`src/hw/sys1_rom_pkg.sv`:
```
// Shared region type, widths and download address codes for the System-1 cartridge ROMs
`default_nettype none

package sys1_rom_pkg;

	// ##########################################################
	// Widths
	// ##########################################################

	// Host download byte address
	localparam int DL_ADDR_W = 25;
	// Host download file index
	localparam int DL_INDEX_W = 16;
	// CPU word address, MADEC[15:1]
	localparam int CPU_ADDR_W = 15;
	// 32K word banks
	localparam int BIG_BANK_AW = 15;
	// 16K word banks
	localparam int SMALL_BANK_AW = 14;
	localparam int WORD_W = 16;
	// Active low main ROM selects
	localparam int ROM_SEL_W = 5;

	// ##########################################################
	// Program regions
	// ##########################################################

	// Encoding doubles as the bank index in the array
	// ROM3 has no entry of its own and reads from ROM7
	typedef enum logic [2:0] {
		ROM0 = 3'd0,
		ROM1 = 3'd1,
		ROM2 = 3'd2,
		ROM5 = 3'd3,
		ROM6 = 3'd4,
		ROM7 = 3'd5,
		SLAP = 3'd6,
		NONE = 3'd7
	} rom_region_e;

	// 32K byte regions, matched on byte address [24:15]
	localparam logic [9:0] ROM0_CODE = 10'h080;
	localparam logic [9:0] SLAP_CODE = 10'h090;

	// 64K byte regions, matched on byte address [24:16]
	localparam logic [8:0] ROM1_CODE = 9'h041;
	localparam logic [8:0] ROM2_CODE = 9'h042;
	localparam logic [8:0] ROM5_CODE = 9'h045;
	localparam logic [8:0] ROM6_CODE = 9'h046;
	localparam logic [8:0] ROM7_CODE = 9'h047;

endpackage

`default_nettype wire

```
`src/hw/download_decoder.sv`:
```
// Download byte packer and program ROM region decoder
`default_nettype none

module download_decoder
(
	input  wire                                   clk_sys,
	input  wire                                   rst_n,
	input  wire                                   dl_active,
	input  wire                                   dl_wr,
	input  wire [sys1_rom_pkg::DL_INDEX_W-1:0]    dl_index,
	input  wire [sys1_rom_pkg::DL_ADDR_W-1:0]     dl_addr,
	input  wire [7:0]                             dl_data,
	output logic                                  wr_en,
	output sys1_rom_pkg::rom_region_e             wr_region,
	output logic [sys1_rom_pkg::BIG_BANK_AW-1:0]  wr_addr,
	output logic [sys1_rom_pkg::WORD_W-1:0]       wr_data
);
	import sys1_rom_pkg::*;

	// Upper address bits for the 32K and 64K byte region compares
	logic [$bits(ROM0_CODE)-1:0] addr_hi_32k;
	logic [$bits(ROM1_CODE)-1:0] addr_hi_64k;
	logic        byte_ok;
	logic        word_done;
	logic [7:0]  prev_byte;
	rom_region_e hit_region;

	// ##########################################################
	// Byte qualification
	// ##########################################################

	// Only file index 0 carries the program ROMs
	assign byte_ok = dl_wr && dl_active && (dl_index == '0);

	// Even byte is the high half of the word
	always_ff @(posedge clk_sys)
	begin
		if (byte_ok)
			prev_byte <= dl_data;
	end

	// ##########################################################
	// Region decode
	// ##########################################################

	assign addr_hi_32k = dl_addr[DL_ADDR_W-1 -: $bits(ROM0_CODE)];
	assign addr_hi_64k = dl_addr[DL_ADDR_W-1 -: $bits(ROM1_CODE)];

	always_comb
	begin
		hit_region = NONE;
		// Small regions first
		// 0x408000 upwards falls through to NONE
		if (addr_hi_32k == ROM0_CODE)
			hit_region = ROM0;
		else if (addr_hi_32k == SLAP_CODE)
			hit_region = SLAP;
		else
		begin
			case (addr_hi_64k)
				ROM1_CODE: hit_region = ROM1;
				ROM2_CODE: hit_region = ROM2;
				ROM5_CODE: hit_region = ROM5;
				ROM6_CODE: hit_region = ROM6;
				// ROM3 images are loaded into this slot
				ROM7_CODE: hit_region = ROM7;
				default:   hit_region = NONE;
			endcase
		end
	end

	// Odd byte inside a region closes a word
	assign word_done = byte_ok && dl_addr[0] && (hit_region != NONE);

	// ##########################################################
	// Word write
	// ##########################################################

	// One cycle strobe after the completing byte
	always_ff @(posedge clk_sys)
	begin
		if (!rst_n)
			wr_en <= 1'b0;
		else
			wr_en <= word_done;
	end

	// Target and payload of the pending write
	always_ff @(posedge clk_sys)
	begin
		if (word_done)
		begin
			wr_region <= hit_region;
			// Word address within the region
			wr_addr   <= dl_addr[BIG_BANK_AW:1];
			wr_data   <= {prev_byte, dl_data};
		end
	end

	// Strobe always names a real bank
	a_wr_region: assert property (@(posedge clk_sys) disable iff (!rst_n)
		wr_en |-> (wr_region != NONE));

endmodule

`default_nettype wire

```
`config.mk`:
```
export PLATFORM = sky130hd
export DESIGN_NAME = download_decoder
export DESIGN_NICKNAME = d
export VERILOG_FILES = /design/src/hw/sys1_rom_pkg.sv /design/src/hw/download_decoder.sv
export SDC_FILE = /design/constraint.sdc
export NUM_CORES = 1
export LEC_CHECK = 0
export BUFFER_PORTS_ARGS = -buffer_cell sky130_fd_sc_hd__buf_2
export CELL_PAD_IN_SITES_DETAIL_PLACEMENT = 1
export CELL_PAD_IN_SITES_GLOBAL_PLACEMENT = 1
export CORE_MARGIN = 2
export CORE_UTILIZATION = 30
export CTS_CLUSTER_DIAMETER = 30
export CTS_CLUSTER_SIZE = 8
export DETAILED_ROUTE_END_ITERATION = 10
export GPL_ROUTABILITY_DRIVEN = 0
export PLACE_DENSITY = 0.83
export SETUP_SLACK_MARGIN = 0.1
export SYNTH_ARGS = -nofsm -noshare
export SYNTH_HDL_FRONTEND = slang
export SYNTH_SLANG_ARGS = --single-unit
```
`constraint.sdc`:
```
create_clock -name clk_sys -period 3.85 [get_ports clk_sys]
set_input_delay 0 -clock clk_sys [delete_from_list [all_inputs] [get_ports clk_sys]]
set_output_delay 0 -clock clk_sys [all_outputs]
set_load 0.05 [all_outputs]
```
# Word-level counts from Yosys, hierarchy flattened
# Cells that the tools add are included.
# classes
eq_ne,8
mux,3
reduce_logical,5
# op_table
op,n
== test 9 x 7 -> 1 bit (second input constant),5
== test 10 x 8 -> 1 bit (second input constant),2
zero test 16 bit,1
one-hot mux 3 bit (5 select lines),1
2-to-1 mux 3 bit,2
logical AND 1 bit,4
!= test 3 bit (second input constant),1
# word_totals
regBits,43
input_bits,53
out_inout_bits,35

# Logic depth before layout (Yosys ltp)
# logic_depth
ltp_word,6
ltp_mapped,4

# Worst setup path before layout
# No wires, ideal clock.
# synth_path
path_type,in2reg
startpoint,in dl_addr[23] (netlist name)
endpoint,reg wr_addr[0] (netlist name) (enable)
setup_ps,468
arrival_ps,3427
required_time_ps,3382
path_slack_ps,-45
cell_stages,3
path_buffers,0
path_cell_list,or4b_4 or4_4 nor3_1
# synth_between
elab_chain_cells,6
word_cells_on_any_way,12
cone_classes,8 x eq/ne; 3 x mux; 1 x reduce/logical
# synth_lines
item,line,text
"start, declared",download_decoder.sv:11,"input wire [sys1_rom_pkg::DL_ADDR_W-1:0] dl_addr,"
== test 9 x 7 -> 1 bit,download_decoder.sv:60,case (addr_hi_64k)
one-hot mux 3 bit (5 select lines),download_decoder.sv:60,
2-to-1 mux 3 bit,download_decoder.sv:56,else if (addr_hi_32k == SLAP_CODE)
2-to-1 mux 3 bit (*),download_decoder.sv:54,if (addr_hi_32k == ROM0_CODE)
!= test 3 bit (*),download_decoder.sv:73,assign word_done = byte_ok && dl_addr[0] && (hit_region != NONE);
logical AND 1 bit (*),download_decoder.sv:73,
net word_done,download_decoder.sv:24,logic word_done;
"end signal, assigned",download_decoder.sv:95,wr_addr <= dl_addr[BIG_BANK_AW:1];
"end, declared",download_decoder.sv:15,"output logic [sys1_rom_pkg::BIG_BANK_AW-1:0] wr_addr,"
# Mark *: on every way through the listed nets, which the timed path passes. The rest lies on a longest branch.
# A chain may end at the register's enable or synchronous reset.

# Final worst setup path
# layout_path
startpoint,in dl_addr[23] (netlist name)
endpoint,reg wr_data[13] (netlist name) (enable)
# layout_between
elab_chain_cells,6
word_cells_on_any_way,12
cone_classes,8 x eq/ne; 3 x mux; 1 x reduce/logical
# layout_lines
item,line,text
== test 9 x 7 -> 1 bit,download_decoder.sv:60,
one-hot mux 3 bit (5 select lines),download_decoder.sv:60,
2-to-1 mux 3 bit,download_decoder.sv:56,
2-to-1 mux 3 bit (*),download_decoder.sv:54,
!= test 3 bit (*),download_decoder.sv:73,
logical AND 1 bit (*),download_decoder.sv:73,
net word_done,download_decoder.sv:24,
"end signal, assigned",download_decoder.sv:96,"wr_data <= {prev_byte, dl_data};"
"end, declared",download_decoder.sv:16,output logic [sys1_rom_pkg::WORD_W-1:0] wr_data
# Marked as above.

==> results.md <==
- Setup repair after global routing missed its margin: false
- R2R depth: 0
- Die Height: 74.1 um
- Post-CTS Hold Buffers: 23
- Crit path DAT: around 1800 ps
- Ratio of final minimum period to clock period: 0.470
- Routed wire per std cell: 14.7 um
- Die ar.: ~5500 um2
- Commonest register cell after synthesis: edfxtp_1
- Synth cell types: 22
- R2r setup slk: 3210 ps
- Ports: 88
- R2r endpoint: wr_data[13]
- Via-to-Cell Ratio: approximately 4.3
- Kind of end point of the critical path: flip-flop
- Clock Skew: 2.54 ps
- Core footprint: 4720 um2
- CTS tree: built
- Post-CTS Setup Bufs: 0
- Synthesis Warnings: 0
- Final TNS setup: 0 ps
- Count leader, synth: edfxtp_1
- Detailed Routing Iterations Pass 1: 4
- Max_slew headroom: 0.553
- Tmin final: 1810 ps
- Yosys top cell area share: 0.855
- Total Routed Length: ~3800 um
- Synth top cells by count: edfxtp_1 (42), nor3_1 (4), nor4_1 (4), inv_1 (3)
- Worst Max-Slew Pin Slew: 669 ps
- Power Density: about 360 nW/um2
- Initial cell density of the core: 0.312
- Cells after synthesis: 73
- Deepest clock path buffer count: 2
- Syn avg cell area: 20.2 um2
- Share of flip-flops with an asynchronous set or reset: 0
- Initial antenna violation count: 0
- Crit path largest cell delay: 540 ps
- Hold Fails Final Rpt: 0
- Top post-synthesis cells by area: edfxtp_1 (85%), nor4_1 (1.7%), dfxtp_1 (1.4%), nor3_1 (1.4%), nor4b_2 (1.0%)
- Number of synthesized flops with an enable pin: 42
- Layout cell share with drive strength beyond 1: 0.524
- Htree depth: 2
- Total GRT Usage: 0.141
- # DRC: 0
- Final nets: 243
- Diode count: 0
- Worst reg2reg startpoint: prev_byte[5]
- Mapped Area: approximately 1500 um2
- Vias in the first global route: 1,181
- Startpoint types: primary input
- CTS root buf: clkbuf_8
- # setup viols final: 0
- Max-cap violations: 0
- Top cell type by total area after synthesis: edfxtp_1
- Routed Antenna Nets: 0
- Vias: 1,105
- Fmax: between 500 and 600 MHz
- Post-CTS sizing: 0
- Hold Path Sink: wr_en
- Worst path slowest cell: or4b_4
- Post-Syn Nets: 126
- DPL Wire Length: approximately 2800 um
- Status: complete, no violations
- Layout area overhead: 57.3%
- Num CTS Buffers: 5
- Worst path cell trace: buf_2 > or4b_4 > or4_4 > nor3_4 > buf_4
- WP data required: between 3000 and 4000 ps
- Worst-Skew Late Latency: ~280 ps
- Iter 0 DRT Violations: 52
- Number of synthesized register bits: 43
- Hold Crit Depth: 2
- Max-slew violations: 0
- Hold wc startpoint: rst_n
- Chip Width: between 70 and 80 um
- CTS Sinks: between 40 and 50
- Largest net degree at the start of global routing: 35
- Buffers on Ports: 87
- Global route overflow: 0
- Reg clk slew, reported paths: approximately 70 ps
- Setup Crit Path Kind: in2reg
- First-pass GRT wire length: 5620 um
- Largest fanout on the critical path: 34
- Worst vdd ir: 0.119 mV
- Register area share after synthesis: 0.869
- Final WS setup: 2040 ps
- Dpl ws: 1740 ps
- Core Rows: 25
- Hold Path Class: in2reg
- Leak: 0.945 nW
kinds of logic (layout without fill, tap and decap cells):
| logic type | count (synthesis) | count (layout) | share of synthesized area |
|---|---|---|---|
| DFF | 43 | 43 | 0.869 |
| buffers and inverters | 4 | 122 | 0.0102 |
| and+or+nand+nor | 21 | 21 | 0.102 |
| AOI/OAI and AO/OA | 5 | 5 | 0.0195 |
placed cells by master (no fill, tap or decap):
cell and instances:
or4b_4 1, nor3_1 3, edfxtp_1 42, inv_1 3, clkbuf_1 2, and2_1 1, nor4_1 4, or4_2 1
dfxtp_1 1, a21oi_1 1, or4_4 1, a31oi_1 1, nand4_1 1, dlygate4sd3_1 23, and2_0 1, or2_2 1
clkbuf_8 5, buf_2 87, nor2b_1 2, o21ai_0 2, buf_4 1, nor2_1 1, nor3_4 1, clkinv_2 1
or4_1 1, nor4b_2 1, a211oi_1 1, nand3b_1 1
layer usage:
metal  part of all wire  up-vias  wire, um  track usage
met5                  0        -         0            0
met1               0.38      510      1440        0.154
met2               0.49       71      1870        0.256
met4             0.0042        0        16       0.0545
met3               0.12        2       462       0.0420
li1                   -      522         -            -
power by group:
part	switching, mW	total [mW]	leakage (nW)	internal (mW)
Clock	0.132	0.260	0.0422	0.127
Combinational	0.0195	0.0576	0.509	0.0381
Sequential	0.000000193	0.511	0.394	0.511
how the worst max path moves through the flow:
stage,from,endpoint,slack [ps],depth (start not counted)
after floorplan,dl_addr[23],wr_addr[0],1010,3
after global placement,dl_addr[23],wr_data[11],1780,5
after detailed placement,dl_addr[23],wr_data[1],1740,5
after CTS,dl_addr[23],wr_data[14],2040,5
after global routing,dl_addr[23],wr_data[0],1960,5
final,dl_addr[23],wr_data[13],2040,5
worst max-delay path: cells and delay by family:
kind,cells,cell delay [ps]
buffers and inverters,2,490
AND/OR/NAND/NOR,3,1240
layout make-up:
type                            instances  area, um2
Sequential cell                        43       1280
Clock buffer                            7       76.3
Timing Repair Buffer                  111        673
Tap cell                               67       83.8
Multi-Input combinational cell         26        190
Fill cell                             490       2400
Inverter                                3       11.3
Clock inverter                          1       5.00
sequential cells by signal, summed over array words and instances (netlist names):
| name | cells |
|---|---|
| wr_region | 3 |
| prev_byte | 8 |
| wr_data | 16 |
| wr_en | 1 |
| wr_addr | 15 |
per-stage QoR:
step | instance area (um2) | total power [mW] | cells | utilization | hold WS, ps
global placement | 2010 | 0.558 | 227 | 0.425 | 176
detailed placement | 2010 | 0.561 | 227 | 0.425 | 179
global route | 2320 | 0.859 | 258 | 0.491 | 4.19
CTS | 2320 | 0.837 | 258 | 0.491 | 0.167
floorplan | 1480 | 0.529 | 73 | - | 98.9
finish | 2320 | 0.828 | 258 | 0.491 | 7.74
Power figures use the tool's default switching activity.
